[src/hw/rv_pkg.sv]
`default_nettype none

package rv_pkg;

    localparam int XLEN = 32;
    localparam int NREG = 32;

    typedef logic [XLEN-1:0] word_t;
    typedef logic [4:0]      reg_addr_t;

    // major opcodes
    localparam logic [6:0] OPC_LUI    = 7'b0110111;
    localparam logic [6:0] OPC_AUIPC  = 7'b0010111;
    localparam logic [6:0] OPC_JAL    = 7'b1101111;
    localparam logic [6:0] OPC_JALR   = 7'b1100111;
    localparam logic [6:0] OPC_BRANCH = 7'b1100011;
    localparam logic [6:0] OPC_STORE  = 7'b0100011;
    localparam logic [6:0] OPC_OPIMM  = 7'b0010011;
    localparam logic [6:0] OPC_OP     = 7'b0110011;

    localparam word_t TX_ADDR = 32'h0002_0020;   // uart tx byte

    // OP_NOP must stay at zero, flushed stages rely on it
    typedef enum logic [5:0] {
        OP_NOP,
        OP_LUI,
        OP_AUIPC,
        OP_JAL,
        OP_JALR,
        OP_BEQ,
        OP_BNE,
        OP_BLT,
        OP_BGE,
        OP_BLTU,
        OP_BGEU,
        OP_SB,
        OP_ADDI,
        OP_SLTI,
        OP_SLTIU,
        OP_XORI,
        OP_ORI,
        OP_ANDI,
        OP_SLLI,
        OP_SRLI,
        OP_SRAI,
        OP_ADD,
        OP_SUB,
        OP_SLL,
        OP_SLT,
        OP_SLTU,
        OP_XOR,
        OP_SRL,
        OP_SRA,
        OP_OR,
        OP_AND
    } op_e;

    typedef struct packed {
        word_t pc;
        logic  valid;
    } fd_t;

    typedef struct packed {
        op_e       op;
        reg_addr_t rd;
        word_t     a;     // rs1 value
        word_t     b;     // rs2 value
        word_t     imm;
        word_t     pc;
    } de_t;

endpackage

`default_nettype wire

[src/hw/stage_reg.sv]
`timescale 1ns/1ps
`default_nettype none

module stage_reg #(
    parameter type payload_t = logic [31:0]
) (
    input  wire      clk,
    input  wire      reset,
    input  wire      i_flush,
    input  payload_t i_d,
    output payload_t o_q
);

    // cleared payload decodes as an invalid slot / nop
    always_ff @(posedge clk) begin
        if (reset || i_flush) begin
            o_q <= payload_t'(0);
        end else begin
            o_q <= i_d;
        end
    end

endmodule

`default_nettype wire

[src/hw/fetch_unit.sv]
`timescale 1ns/1ps
`default_nettype none

module fetch_unit (
    input  wire                clk,
    input  wire                reset,
    input  wire                i_jump,
    input  wire rv_pkg::word_t i_jump_target,
    output rv_pkg::word_t      o_pc,
    output rv_pkg::fd_t        o_fd
);

    rv_pkg::word_t pc;
    rv_pkg::word_t pc_plus;
    rv_pkg::word_t next_pc;

    assign pc_plus = pc + 32'd4;
    assign next_pc = i_jump ? i_jump_target : pc_plus;

    always_ff @(posedge clk) begin
        if (reset) begin
            pc <= '0;
        end else begin
            pc <= next_pc;
        end
    end

    assign o_pc = pc;

    // word fetched while execute redirects is on the wrong path
    assign o_fd.pc    = pc;
    assign o_fd.valid = ~i_jump;

endmodule

`default_nettype wire

[src/hw/decode.sv]
`timescale 1ns/1ps
`default_nettype none

module decode (
    input  wire rv_pkg::word_t  i_inst,
    input  wire rv_pkg::fd_t    i_fd,
    output rv_pkg::reg_addr_t   o_rs1,
    output rv_pkg::reg_addr_t   o_rs2,
    input  wire rv_pkg::word_t  i_rs1_val,
    input  wire rv_pkg::word_t  i_rs2_val,
    output rv_pkg::de_t         o_de
);

    logic [6:0]    opcode;
    logic [2:0]    funct3;
    logic [6:0]    funct7;
    logic          sign;
    rv_pkg::word_t imm_i;
    rv_pkg::word_t imm_s;
    rv_pkg::word_t imm_b;
    rv_pkg::word_t imm_u;
    rv_pkg::word_t imm_j;
    rv_pkg::op_e   op;
    rv_pkg::word_t imm;

    assign opcode = i_inst[6:0];
    assign funct3 = i_inst[14:12];
    assign funct7 = i_inst[31:25];
    assign sign   = i_inst[31];

    assign imm_i = {{20{sign}}, i_inst[31:20]};
    assign imm_s = {{20{sign}}, i_inst[31:25], i_inst[11:7]};
    assign imm_b = {{20{sign}}, i_inst[7], i_inst[30:25], i_inst[11:8], 1'b0};
    assign imm_u = {i_inst[31:12], 12'h000};
    assign imm_j = {{12{sign}}, i_inst[19:12], i_inst[20], i_inst[30:21], 1'b0};

    assign o_rs1 = i_inst[19:15];
    assign o_rs2 = i_inst[24:20];

    always_comb begin
        op  = rv_pkg::OP_NOP;
        imm = imm_i;
        case (opcode)
            rv_pkg::OPC_LUI: begin
                op  = rv_pkg::OP_LUI;
                imm = imm_u;
            end
            rv_pkg::OPC_AUIPC: begin
                op  = rv_pkg::OP_AUIPC;
                imm = imm_u;
            end
            rv_pkg::OPC_JAL: begin
                op  = rv_pkg::OP_JAL;
                imm = imm_j;
            end
            rv_pkg::OPC_JALR: begin
                if (funct3 == 3'b000) op = rv_pkg::OP_JALR;
            end
            rv_pkg::OPC_BRANCH: begin
                imm = imm_b;
                case (funct3)
                    3'b000: op = rv_pkg::OP_BEQ;
                    3'b001: op = rv_pkg::OP_BNE;
                    3'b100: op = rv_pkg::OP_BLT;
                    3'b101: op = rv_pkg::OP_BGE;
                    3'b110: op = rv_pkg::OP_BLTU;
                    3'b111: op = rv_pkg::OP_BGEU;
                    default: op = rv_pkg::OP_NOP;
                endcase
            end
            rv_pkg::OPC_STORE: begin
                imm = imm_s;
                if (funct3 == 3'b000) op = rv_pkg::OP_SB;   // sh/sw dropped
            end
            rv_pkg::OPC_OPIMM: begin
                case (funct3)
                    3'b000: op = rv_pkg::OP_ADDI;
                    3'b010: op = rv_pkg::OP_SLTI;
                    3'b011: op = rv_pkg::OP_SLTIU;
                    3'b100: op = rv_pkg::OP_XORI;
                    3'b110: op = rv_pkg::OP_ORI;
                    3'b111: op = rv_pkg::OP_ANDI;
                    3'b001: if (funct7 == 7'b0000000) op = rv_pkg::OP_SLLI;
                    default: begin
                        if (funct7 == 7'b0000000) op = rv_pkg::OP_SRLI;
                        else if (funct7 == 7'b0100000) op = rv_pkg::OP_SRAI;
                    end
                endcase
            end
            rv_pkg::OPC_OP: begin
                case ({funct7, funct3})
                    10'b0000000_000: op = rv_pkg::OP_ADD;
                    10'b0100000_000: op = rv_pkg::OP_SUB;
                    10'b0000000_001: op = rv_pkg::OP_SLL;
                    10'b0000000_010: op = rv_pkg::OP_SLT;
                    10'b0000000_011: op = rv_pkg::OP_SLTU;
                    10'b0000000_100: op = rv_pkg::OP_XOR;
                    10'b0000000_101: op = rv_pkg::OP_SRL;
                    10'b0100000_101: op = rv_pkg::OP_SRA;
                    10'b0000000_110: op = rv_pkg::OP_OR;
                    10'b0000000_111: op = rv_pkg::OP_AND;
                    default: op = rv_pkg::OP_NOP;
                endcase
            end
            default: op = rv_pkg::OP_NOP;     // unknown opcodes run as nop
        endcase
    end

    assign o_de.op  = i_fd.valid ? op : rv_pkg::OP_NOP;   // squashed slot
    assign o_de.rd  = i_inst[11:7];
    assign o_de.a   = i_rs1_val;
    assign o_de.b   = i_rs2_val;
    assign o_de.imm = imm;
    assign o_de.pc  = i_fd.pc;

endmodule

`default_nettype wire

[src/hw/register_file.sv]
`timescale 1ns/1ps
`default_nettype none

module register_file (
    input  wire                    clk,
    input  wire rv_pkg::reg_addr_t i_rs1,
    input  wire rv_pkg::reg_addr_t i_rs2,
    output rv_pkg::word_t          o_rs1_val,
    output rv_pkg::word_t          o_rs2_val,
    input  wire                    i_we,
    input  wire rv_pkg::reg_addr_t i_wd,
    input  wire rv_pkg::word_t     i_wdata,
    input  wire                    i_byp_we,
    input  wire rv_pkg::reg_addr_t i_byp_rd,
    input  wire rv_pkg::word_t     i_byp_val
);

    rv_pkg::word_t regs [1:rv_pkg::NREG-1];   // x0 is not stored

    always_ff @(posedge clk) begin
        if (i_we) begin
            regs[i_wd] <= i_wdata;
        end
    end

    function automatic rv_pkg::word_t read_port(input rv_pkg::reg_addr_t idx);
        rv_pkg::word_t val;
        if (idx == '0) begin
            val = '0;
        end else if (i_byp_we && (i_byp_rd == idx)) begin
            val = i_byp_val;          // forward from execute
        end else begin
            val = regs[idx];
        end
        return val;
    endfunction

    always_comb begin
        o_rs1_val = read_port(i_rs1);
        o_rs2_val = read_port(i_rs2);
    end

endmodule

`default_nettype wire

[src/hw/execute.sv]
`timescale 1ns/1ps
`default_nettype none

module execute (
    input  wire rv_pkg::de_t  i_de,
    output logic              o_jump,
    output rv_pkg::word_t     o_jump_target,
    output rv_pkg::word_t     o_result,
    output rv_pkg::reg_addr_t o_rd,
    output logic              o_we,
    output logic              o_tx_en,
    output logic [7:0]        o_tx_byte
);

    rv_pkg::word_t a;
    rv_pkg::word_t b;
    rv_pkg::word_t imm;
    rv_pkg::word_t pc;
    rv_pkg::word_t link;
    rv_pkg::word_t addr;
    logic [4:0]    shamt;
    logic          eq;
    logic          lt;
    logic          ltu;
    logic          lti;
    logic          ltiu;
    logic          taken;

    assign a     = i_de.a;
    assign b     = i_de.b;
    assign imm   = i_de.imm;
    assign pc    = i_de.pc;
    assign link  = pc + 32'd4;
    assign addr  = a + imm;          // store and jalr address
    assign shamt = imm[4:0];

    assign eq   = (a == b);
    assign lt   = ($signed(a) < $signed(b));
    assign ltu  = (a < b);
    assign lti  = ($signed(a) < $signed(imm));
    assign ltiu = (a < imm);

    always_comb begin
        o_result = '0;
        o_we     = 1'b1;
        case (i_de.op)
            rv_pkg::OP_LUI:   o_result = imm;
            rv_pkg::OP_AUIPC: o_result = pc + imm;
            rv_pkg::OP_JAL:   o_result = link;
            rv_pkg::OP_JALR:  o_result = link;
            rv_pkg::OP_ADDI:  o_result = a + imm;
            rv_pkg::OP_SLTI:  o_result = {31'd0, lti};
            rv_pkg::OP_SLTIU: o_result = {31'd0, ltiu};
            rv_pkg::OP_XORI:  o_result = a ^ imm;
            rv_pkg::OP_ORI:   o_result = a | imm;
            rv_pkg::OP_ANDI:  o_result = a & imm;
            rv_pkg::OP_SLLI:  o_result = a << shamt;
            rv_pkg::OP_SRLI:  o_result = a >> shamt;
            rv_pkg::OP_SRAI:  o_result = $signed(a) >>> shamt;
            rv_pkg::OP_ADD:   o_result = a + b;
            rv_pkg::OP_SUB:   o_result = a - b;
            rv_pkg::OP_SLL:   o_result = a << b[4:0];
            rv_pkg::OP_SLT:   o_result = {31'd0, lt};
            rv_pkg::OP_SLTU:  o_result = {31'd0, ltu};
            rv_pkg::OP_XOR:   o_result = a ^ b;
            rv_pkg::OP_SRL:   o_result = a >> b[4:0];
            rv_pkg::OP_SRA:   o_result = $signed(a) >>> b[4:0];
            rv_pkg::OP_OR:    o_result = a | b;
            rv_pkg::OP_AND:   o_result = a & b;
            default:          o_we = 1'b0;   // nop, branches, sb
        endcase
    end

    always_comb begin
        case (i_de.op)
            rv_pkg::OP_BEQ:  taken = eq;
            rv_pkg::OP_BNE:  taken = ~eq;
            rv_pkg::OP_BLT:  taken = lt;
            rv_pkg::OP_BGE:  taken = ~lt;
            rv_pkg::OP_BLTU: taken = ltu;
            rv_pkg::OP_BGEU: taken = ~ltu;
            default:         taken = 1'b0;
        endcase
    end

    assign o_jump = taken || (i_de.op == rv_pkg::OP_JAL) || (i_de.op == rv_pkg::OP_JALR);
    assign o_jump_target = (i_de.op == rv_pkg::OP_JALR) ? {addr[31:1], 1'b0} : pc + imm;

    assign o_rd = i_de.rd;

    // only the uart byte address has a target, other stores vanish
    assign o_tx_en   = (i_de.op == rv_pkg::OP_SB) && (addr == rv_pkg::TX_ADDR);
    assign o_tx_byte = b[7:0];

endmodule

`default_nettype wire

[src/hw/result.sv]
`timescale 1ns/1ps
`default_nettype none

module result (
    input  wire                    clk,
    input  wire                    reset,
    input  wire                    i_we,
    input  wire rv_pkg::reg_addr_t i_rd,
    input  wire rv_pkg::word_t     i_result,
    input  wire                    i_tx_en,
    input  wire [7:0]              i_tx_byte,
    output logic                   o_rf_we,
    output rv_pkg::reg_addr_t      o_rf_wd,
    output rv_pkg::word_t          o_rf_wdata,
    output logic                   o_tx_valid,
    output logic [7:0]             o_tx_data
);

    assign o_rf_we    = i_we && (i_rd != '0);   // x0 stays zero
    assign o_rf_wd    = i_rd;
    assign o_rf_wdata = i_result;

    always_ff @(posedge clk) begin
        if (reset) begin
            o_tx_valid <= 1'b0;
        end else begin
            o_tx_valid <= i_tx_en;
        end
    end

    always_ff @(posedge clk) begin
        if (i_tx_en) begin
            o_tx_data <= i_tx_byte;
        end
    end

endmodule

`default_nettype wire

[src/hw/rv_core_top.sv]
`timescale 1ns/1ps
`default_nettype none

module rv_core_top (
    input  wire                clk,
    input  wire                reset,
    output rv_pkg::word_t      o_pc,
    input  wire rv_pkg::word_t i_inst,
    output logic               o_tx_valid,
    output logic [7:0]         o_tx_data
);

    rv_pkg::fd_t       fd_d;
    rv_pkg::fd_t       fd_q;
    rv_pkg::de_t       de_d;
    rv_pkg::de_t       de_q;
    rv_pkg::reg_addr_t rs1;
    rv_pkg::reg_addr_t rs2;
    rv_pkg::word_t     rs1_val;
    rv_pkg::word_t     rs2_val;
    logic              jump;
    rv_pkg::word_t     jump_target;
    rv_pkg::word_t     ex_result;
    rv_pkg::reg_addr_t ex_rd;
    logic              ex_we;
    logic              tx_en;
    logic [7:0]        tx_byte;
    logic              rf_we;
    rv_pkg::reg_addr_t rf_wd;
    rv_pkg::word_t     rf_wdata;

    fetch_unit i_fetch_unit (
        .clk(clk), .reset(reset), .i_jump(jump), .i_jump_target(jump_target),
        .o_pc(o_pc), .o_fd(fd_d)
    );

    stage_reg #(.payload_t(rv_pkg::fd_t)) i_fd_reg (
        .clk(clk), .reset(reset), .i_flush(jump), .i_d(fd_d), .o_q(fd_q)
    );

    decode i_decode (
        .i_inst(i_inst), .i_fd(fd_q), .o_rs1(rs1), .o_rs2(rs2),
        .i_rs1_val(rs1_val), .i_rs2_val(rs2_val), .o_de(de_d)
    );

    register_file i_register_file (
        .clk(clk), .i_rs1(rs1), .i_rs2(rs2), .o_rs1_val(rs1_val), .o_rs2_val(rs2_val),
        .i_we(rf_we), .i_wd(rf_wd), .i_wdata(rf_wdata),
        .i_byp_we(ex_we), .i_byp_rd(ex_rd), .i_byp_val(ex_result)
    );

    stage_reg #(.payload_t(rv_pkg::de_t)) i_de_reg (
        .clk(clk), .reset(reset), .i_flush(jump), .i_d(de_d), .o_q(de_q)
    );

    execute i_execute (
        .i_de(de_q), .o_jump(jump), .o_jump_target(jump_target),
        .o_result(ex_result), .o_rd(ex_rd), .o_we(ex_we),
        .o_tx_en(tx_en), .o_tx_byte(tx_byte)
    );

    result i_result (
        .clk(clk), .reset(reset), .i_we(ex_we), .i_rd(ex_rd), .i_result(ex_result),
        .i_tx_en(tx_en), .i_tx_byte(tx_byte),
        .o_rf_we(rf_we), .o_rf_wd(rf_wd), .o_rf_wdata(rf_wdata),
        .o_tx_valid(o_tx_valid), .o_tx_data(o_tx_data)
    );

endmodule

`default_nettype wire

[config.mk]
export PLATFORM = sky130hd
export DESIGN_NAME = rv_core_top
export DESIGN_NICKNAME = d
export VERILOG_FILES = /design/src/hw/rv_pkg.sv /design/src/hw/stage_reg.sv /design/src/hw/fetch_unit.sv /design/src/hw/decode.sv /design/src/hw/register_file.sv /design/src/hw/execute.sv /design/src/hw/result.sv /design/src/hw/rv_core_top.sv
export SDC_FILE = /design/constraint.sdc
export NUM_CORES = 2
export LEC_CHECK = 0
export BUFFER_PORTS_ARGS = -buffer_cell sky130_fd_sc_hd__buf_4
export CAP_MARGIN = 20
export CELL_PAD_IN_SITES_DETAIL_PLACEMENT = 0
export CELL_PAD_IN_SITES_GLOBAL_PLACEMENT = 1
export CORE_MARGIN = 2
export CORE_UTILIZATION = 53
export DETAILED_ROUTE_END_ITERATION = 10
export PLACE_DENSITY_LB_ADDON = 0.1
export SLEW_MARGIN = 10
export SYNTH_ARGS = -nofsm -noshare
export SYNTH_HDL_FRONTEND = slang
export SYNTH_SLANG_ARGS = --single-unit
[constraint.sdc]
create_clock -name clk -period 5.4 [get_ports clk]
set_clock_uncertainty 0.05 [all_clocks]
set_input_delay 0.81 -clock clk [delete_from_list [all_inputs] [get_ports clk]]
set_output_delay 0.81 -clock clk [all_outputs]
set_load 0.02 [all_outputs]
# [Yosys cells after proc, flatten, opt, wreduce, memory -nomap -nowiden]
# Memories as Yosys holds them, arrays and structs flattened. A register that Yosys moved wholly into a read port is not among the register bits.
# Cells that the tools add are included.
[word_totals] regBits=149 mem_bits_rw=992 input_bits=34 output_inout_bits=41 wordCells=128 memories=1
[mem_list] name="i_register_file.regs" words=31 width=32 read_ports=2 rd_ports_with_merged_regs=2 wr=1 line_no="register_file.sv:18" source="rv_pkg::word_t regs [1:rv_pkg::NREG-1];"
[op_classes] add_sub_neg=6 magnitude_cmp=4 n_eq_ne=57 shift=6 n_mux=17 bitwise_logic=11 reduce_logical=17
[ops] cell="$pmux W32 S22" count=1
[ops] cell="$lt A32 B32 Y1" count=4
[ops] cell="$pmux W31 S4" count=1
[ops] cell="$add A32 B32 Y32" count=3
[ops] cell="$eq A6 B5 Y1 const B" count=15
[ops] cell="$add A32 B3 Y32 const B" count=2
[ops] cell="$and A32 B32 Y32" count=2
[ops] cell="$mux W32" count=2
[ops] cell="$or A32 B32 Y32" count=2
[ops] cell="$shl A32 B5 Y32" count=2
[ops] cell="$shr A32 B5 Y32" count=2
[ops] cell="$sshr A32 B5 Y32" count=2
[ops] cell="$xor A32 B32 Y32" count=2
[ops] cell="$pmux W5 S10" count=1
[ops] cell="$eq A6 B4 Y1 const B" count=8
[ops] cell="$pmux W6 S8" count=1
[ops] cell="$pmux W6 S7" count=1
[ops] cell="$eq A10 B3 Y1 const B" count=4
[ops] cell="$eq A32 B18 Y1 const B" count=1
[ops] cell="$eq A32 B32 Y1" count=1
[ops] cell="$sub A32 B32 Y32" count=1
[ops] cell="$eq A7 B6 Y1 const B" count=4
[ops] cell="$eq A6 B3 Y1 const B" count=4
[ops] cell="$pmux W4 S6" count=1
[ops] cell="other kinds (26)" count=51

# [Logic depth before layout (Yosys ltp)]
[depth] ltp_word=7 mapped_depth=17 depth_no_buf=15

# [Cells and area by module]
# Synthesis repeated with hierarchy kept, for this count alone.
[unflattened] hier_cells=6257 area_unflattened_um2=75100.8
[modules_own_cells] module="register_file" instances=1 cells_per_inst=2665 area_per_inst_um2=46895.0 seq_area_each_um2=29788.6
[modules_own_cells] module="execute" instances=1 cells_per_inst=2673 area_per_inst_um2=18119.9 seq_area_each_um2=0.0
[modules_own_cells] module="stage_reg at i_de_reg" instances=1 cells_per_inst=308 area_per_inst_um2=4660.7 seq_area_each_um2=2782.7
[modules_own_cells] module="fetch_unit" instances=1 cells_per_inst=238 area_per_inst_um2=1940.6 seq_area_each_um2=640.6
[modules_own_cells] module="decode" instances=1 cells_per_inst=250 area_per_inst_um2=1776.7 seq_area_each_um2=0.0
[modules_own_cells] module="stage_reg at i_fd_reg" instances=1 cells_per_inst=74 area_per_inst_um2=1148.6 seq_area_each_um2=660.6
[modules_own_cells] module="result" instances=1 cells_per_inst=49 area_per_inst_um2=559.3 seq_area_each_um2=260.2

# [Least setup slack after synthesis]
# Ideal clock, no wire load.
[synth_path] kind="register to register" from="register, netlist name i_de_reg.o_q[97]" to="register i_result.o_tx_data[0], enable pin" setup_ns=0.397 arrival_ns=3.960 t_required_ns=4.953 setup_slack_ns=0.993 path_stages_with_launch=13 path_buffers=1 synth_period_minus_slack_ns=4.407 cell_sequence="dfxtp_1 > clkbuf_1 > inv_1 > fa_1 > o21bai_1 > a2111oi_4 > nor3_1 > o41ai_2 > o31ai_1 > xnor2_1 > nor4b_1 > nand4_1 > nor4_1"
[synth_between] elab_chain_len=3
[synth_rtl] element="$add A32 B32 Y32" line_no="execute.sv:34" source="assign addr = a + imm;"
[synth_rtl] element="$eq A32 B18 Y1" line_no="execute.sv:92" source="assign o_tx_en = (i_de.op == rv_pkg::OP_SB) && (addr == rv_pkg::TX_ADDR);"
[synth_rtl] element="$logic_and A1 B1 Y1" line_no="execute.sv:92"
[synth_rtl] element="via i_execute.o_tx_en" line_no="execute.sv:11" source="output logic o_tx_en,"
[synth_rtl] element="end signal: assignment" line_no="result.sv:33" source="o_tx_data <= i_tx_byte;"
[synth_rtl] element="end: declaration" line_no="result.sv:16" source="output logic [7:0] o_tx_data"
# The timed path passes the listed nets, and every way through them passes these cells.
# A chain may end at the register's enable or synchronous reset.

# [Worst setup path in the final report]
[layout_path] from="register, netlist name i_de_reg.o_q[97]" to="memory i_register_file.regs[3][20] (netlist bit) (data pin)"
[layout_between] elab_chain_len=2 elab_cells_between_ends=10 cone_classes="add/sub: 3; shift: 6; mux: 1"
[layout_rtl] element="$sub A32 B32 Y32, or another cell as far along" line_no="execute.sv:61" source="rv_pkg::OP_SUB: o_result = a - b;"
[layout_rtl] element="$pmux W32 S22 *" line_no="execute.sv:46" source="case (i_de.op)"
[layout_rtl] element="via ex_result[20]" line_no="rv_core_top.sv:23" source="rv_pkg::word_t ex_result;"
[layout_rtl] element="end: declaration" line_no="register_file.sv:18"
# The timed path passes the listed nets; every way through them passes the cells marked *.

==> load_flow_metrics.sql <==
INSERT INTO impl_metrics (metric_group, metric, value, unit) VALUES
('logic_synthesis', 'synth_flop_cell', 'sky130_fd_sc_hd__edfxtp_1', ''),
('floorplanning', 'start_util', '53.5', '%'),
('logic_synthesis', 'synth_seq_area_share', '47.0', '%'),
('final_layout', 'final_net_count', '6458', ''),
('pwr', 'cellPowerDensity', '280', 'nW/um^2'),
('setup_path', 'cp_max_fo', '31', ''),
('clock_tree', 'cts.htree.levels', '3', ''),
('timing', 'setup_viol', '25', ''),
('setup_path', 'criticalPathCategory', 'register to register', ''),
('pwr', 'worst_ir_drop_vdd', '0.000449', 'V'),
('logic_synthesis', 'post_synth_inst_count', '6096', ''),
('route', 'via_count', '63200', ''),
('route', 'final_wirelength', '349000', 'um'),
('logic_synthesis', 'ys_ff_latch', '1204', ''),
('floorplanning', 'die-height', '374', 'um'),
('setup_path', 'critPathRequiredTime', '5820', 'ps'),
('logic_synthesis', 'syn_nets', '6293', ''),
('timing', 'final-max-slew-violation-count', '0', ''),
('final_layout', 'share_of_cells_above_drive_strength_1', '21.8', '%'),
('logic_synthesis', 'synth_warnings', '0', ''),
('placed_design', 'place_hpwl', '234000', 'um'),
('global_routing', 'overflow', '0', ''),
('route', 'drt_iter0_markers', '11300', ''),
('logic_synthesis', 'post-synth-top-area-cell', 'sky130_fd_sc_hd__edfxtp_1', ''),
('status', 'violations', 'negative setup slack', ''),
('timing', 'setup_repair_after_global_routing_missed_its_margin', 'no', ''),
('timing', 'worst_pin_slew', '1290', 'ps'),
('status', 'status', 'complete, but fails checks', ''),
('clock_tree', 'cts_made_buffers', '118', ''),
('timing', 'totalNegativeSetupSlack', '-173', 'ps'),
('pwr', 'power_leakage', '29.7', 'nW'),
('placed_design', 'gp_congestion', '1.12', ''),
('timing', 'timing.final.crit_period', '5410', 'ps'),
('logic_synthesis', 'synth_area_per_cell', '11.9', 'sq um'),
('setup_path', 'cp.arrival', '5830', 'ps'),
('route', 'detailed_route_drc_error_count', '0', ''),
('clock_tree', 'clk-insertion-delay-late', '820', 'ps'),
('logic_synthesis', 'synthTopCellsByArea', 'sky130_fd_sc_hd__edfxtp_1 (41%), sky130_fd_sc_hd__mux4_2 (15%), sky130_fd_sc_hd__dfxtp_1 (5.6%)', ''),
('clock_tree', 'ctsRootBufferMaster', 'sky130_fd_sc_hd__clkbuf_16', ''),
('global_routing', 'antenna_found_initial', '21', ''),
('final_layout', 'filler_free_cell_count_of_the_finished_design', '8164', ''),
('route', 'postRouteAntennaNets', '0', ''),
('floorplanning', 'top_level_ports', '75', ''),
('route', 'vias_per_cell', '7.74', ''),
('floorplanning', 'chipWidth', '374', 'um'),
('clock_tree', 'cts_tree', 'done', ''),
('logic_synthesis', 'synth_cell_type_count', '100', ''),
('route', 'detailedRoute.firstPassIterationCount', '8', ''),
('clock_tree', 'clock_edge_transition_at_the_registers_on_the_reported_setup_and_hold_paths', '60', 'ps'),
('timing', 'timing.fmax', '185', 'MHz'),
('global_routing', 'track_usage', '49.0', '%'),
('final_layout', 'syn_to_final_growth', '13.6', '%'),
('timing', 'final_hold_viol_count', '0', ''),
('clock_tree', 'ctsLongestPathBuffers', '3', ''),
('setup_path', 'element_type_at_the_critical_path_start', 'register', ''),
('logic_synthesis', 'synth.cell_area', '72600', 'sq um'),
('global_routing', 'global_route_wire_length_before_repair', '481000', 'um'),
('hold_path', 'type_of_the_most_critical_hold_path', 'input port to register', ''),
('timing', 'layout_setup_ws', '-9.77', 'ps'),
('floorplanning', 'die_area', '140000', 'sq um'),
('run', 'cap_viol_max_count', '0', ''),
('setup_path', 'worstSetupEndpointType', 'register', ''),
('global_routing', 'grt_start_max_net_pins', '96', ''),
('clock_tree', 'cts_hold_repair.buffers', '0', ''),
('floorplanning', 'core.rowCount', '135', ''),
('placed_design', 'port-buffer-count', '74', ''),
('logic_synthesis', 'async_reset_ff_share', '0', '%'),
('timing', 'fraction_of_the_cycle_the_final_worst_path_needs', '100', '%'),
('clock_tree', 'clock_sinks', '1204', ''),
('global_routing', 'grt_pass1_vias', '61000', ''),
('timing', 'slew_headroom', '13.4', '%'),
('logic_synthesis', 'synth_edf_count', '1000', ''),
('logic_synthesis', 'yosysTopAreaCellShare', '41.3', '%'),
('route', 'average_wire_length_per_cell_after_detail_routing', '42.7', 'um'),
('placed_design', 'dpl.cell_count', '7920', ''),
('floorplanning', 'core_area', '136000', 'sq um');
==> layer usage <==
| layer | track usage (%) | vias to the layer above | wire [um] |
|---|---|---|---|
| met5 | 0 | - | 135 |
| met4 | 39.6 | 20 | 36300 |
| met3 | 15.3 | 1859 | 48400 |
| met2 | 73.9 | 6389 | 152000 |
| met1 | 58.1 | 30500 | 112000 |
| li1 | - | 24400 | - |
==> per-stage QoR <==
step | util (%) | area, sq um | setup slack, ps | power [W] | hold WS, ps
after global placement | 57.6 | 78200 | -442 | 0.0141 | 361
after detailed placement | 57.6 | 78300 | 35.2 | 0.0141 | 362
after global routing | 60.7 | 82500 | 30.5 | 0.0234 | 226
after CTS | 60.7 | 82400 | 90.4 | 0.0229 | 197
after floorplan | - | 72600 | 993 | 0.0125 | 356
final | 60.8 | 82500 | -9.77 | 0.0231 | 230
==> cell families after synthesis <==
kind of cell	Yosys count	share of synthesized area, %
AO/OA/AOI/OAI	1518	13.9
XOR/XNOR	162	1.95
adder cells (fa/ha/maj)	163	2.85
buffers and inverters	693	3.90
flip-flops	1204	47.0
multiplexers	874	20.6
AND/OR/NAND/NOR	1482	9.85
==> synthesized netlist by cell type, types with 17 or more instances <==
cell / instances
sky130_fd_sc_hd__edfxtp_1: 1000
sky130_fd_sc_hd__mux4_2: 491
sky130_fd_sc_hd__nor2_1: 444
sky130_fd_sc_hd__a21oi_1: 409
sky130_fd_sc_hd__mux2i_1: 361
sky130_fd_sc_hd__clkbuf_1: 345
sky130_fd_sc_hd__nand2_1: 345
sky130_fd_sc_hd__a211oi_1: 270
sky130_fd_sc_hd__o21ai_0: 214
sky130_fd_sc_hd__dfxtp_1: 204
sky130_fd_sc_hd__inv_1: 166
sky130_fd_sc_hd__ha_1: 159
sky130_fd_sc_hd__nand3_1: 136
sky130_fd_sc_hd__nor3_1: 113
sky130_fd_sc_hd__o22ai_1: 107
sky130_fd_sc_hd__xnor2_1: 99
sky130_fd_sc_hd__and2_1: 88
sky130_fd_sc_hd__buf_1: 75
sky130_fd_sc_hd__buf_2: 64
sky130_fd_sc_hd__xor2_1: 63
sky130_fd_sc_hd__nand2b_1: 51
sky130_fd_sc_hd__nor4_1: 49
sky130_fd_sc_hd__and3_1: 48
sky130_fd_sc_hd__nand4_1: 46
sky130_fd_sc_hd__o221ai_1: 44
sky130_fd_sc_hd__a21o_1: 43
sky130_fd_sc_hd__o211ai_1: 43
sky130_fd_sc_hd__a31oi_1: 41
sky130_fd_sc_hd__buf_4: 41
sky130_fd_sc_hd__nor2b_1: 33
sky130_fd_sc_hd__o21a_1: 32
sky130_fd_sc_hd__a221oi_1: 29
sky130_fd_sc_hd__a22oi_1: 25
sky130_fd_sc_hd__or3_1: 24
sky130_fd_sc_hd__o31ai_1: 23
sky130_fd_sc_hd__o21bai_1: 21
sky130_fd_sc_hd__a2111oi_0: 19
sky130_fd_sc_hd__mux2_2: 19
sky130_fd_sc_hd__or2_2: 19
sky130_fd_sc_hd__a311oi_1: 17
sky130_fd_sc_hd__nand3b_1: 17
sky130_fd_sc_hd__o2111ai_1: 17
==> placed cells by master, fill, tap and decap left out, types with 165 or more instances in the layout <==
cell type	netlist	layout
sky130_fd_sc_hd__dfxtp_1	204	204
sky130_fd_sc_hd__o21ai_0	214	212
sky130_fd_sc_hd__inv_1	166	165
sky130_fd_sc_hd__mux2i_1	361	361
sky130_fd_sc_hd__a211oi_1	270	268
sky130_fd_sc_hd__mux4_2	491	491
sky130_fd_sc_hd__buf_4	41	484
sky130_fd_sc_hd__nor2_1	444	412
sky130_fd_sc_hd__nand2_1	345	345
sky130_fd_sc_hd__a21oi_1	409	406
sky130_fd_sc_hd__edfxtp_1	1000	1000
==> worst max-delay path, stage by stage (launching register included) <==
cell	delay, ps
sky130_fd_sc_hd__dfxtp_1	820
sky130_fd_sc_hd__inv_1	390
sky130_fd_sc_hd__fa_1	530
sky130_fd_sc_hd__o21bai_1	310
sky130_fd_sc_hd__a2111oi_4	180
sky130_fd_sc_hd__nor4_2	450
sky130_fd_sc_hd__nor4_2	110
sky130_fd_sc_hd__buf_4	190
sky130_fd_sc_hd__o21ai_1	260
sky130_fd_sc_hd__xnor2_1	380
sky130_fd_sc_hd__a221o_1	470
sky130_fd_sc_hd__nor2_1	450
sky130_fd_sc_hd__buf_4	220
sky130_fd_sc_hd__inv_1	70
sky130_fd_sc_hd__buf_12	160
==> report_power, final <==
part / internal, W / switching, W
clock: 0.00498 / 0.00396
combinational: 0.00123 / 0.00257
sequential: 0.0102 / 0.000168
total: 0.0164 / 0.00670
==> registers in the layout (all words and copies together), names as in the netlist <==
register,cells
i_fd_reg.o_q,33
i_result.o_tx_valid,1
i_register_file.regs,992
i_fetch_unit.o_pc,32
i_de_reg.o_q,138
i_result.o_tx_data,8
==> repair_timing <==
item / CTS / global route
endpoints found under the setup margin: 62 / 86
endpoints found under the hold margin: 0 / 0
resized for setup: 3 / 6
pin swaps: 0 / 1
buffers inserted: 0 / 1
==> worst paths after layout <==
path | from | to | slack [ps] | depth (start not counted)
worst max-delay path | i_de_reg.o_q[97]$_SDFF_PP0_ | i_register_file.regs[3][20]$_DFFE_PP_ | -10 | 14
worst min-delay path | i_inst[31] | i_de_reg.o_q[63]$_SDFF_PP0_ | 230 | 2
worst max register to register | i_de_reg.o_q[97]$_SDFF_PP0_ | i_register_file.regs[3][20]$_DFFE_PP_ | -10 | 14
worst min register to register | i_fd_reg.o_q[3]$_SDFF_PP0_ | i_de_reg.o_q[2]$_SDFF_PP0_ | 370 | 1
==> layout make-up <==
class / instances / area (sq um)
fillers: 10100 / 53300
flip-flops and latches: 1204 / 34100
multi-input cells: 4199 / 36100
diodes: 18 / 45.0
repair buffers: 570 / 5280
well taps: 1781 / 2230
clock buffers: 133 / 3050
inverters: 168 / 631
clock inverters: 91 / 1100
Note: power is estimated with default switching activity, not from simulation.
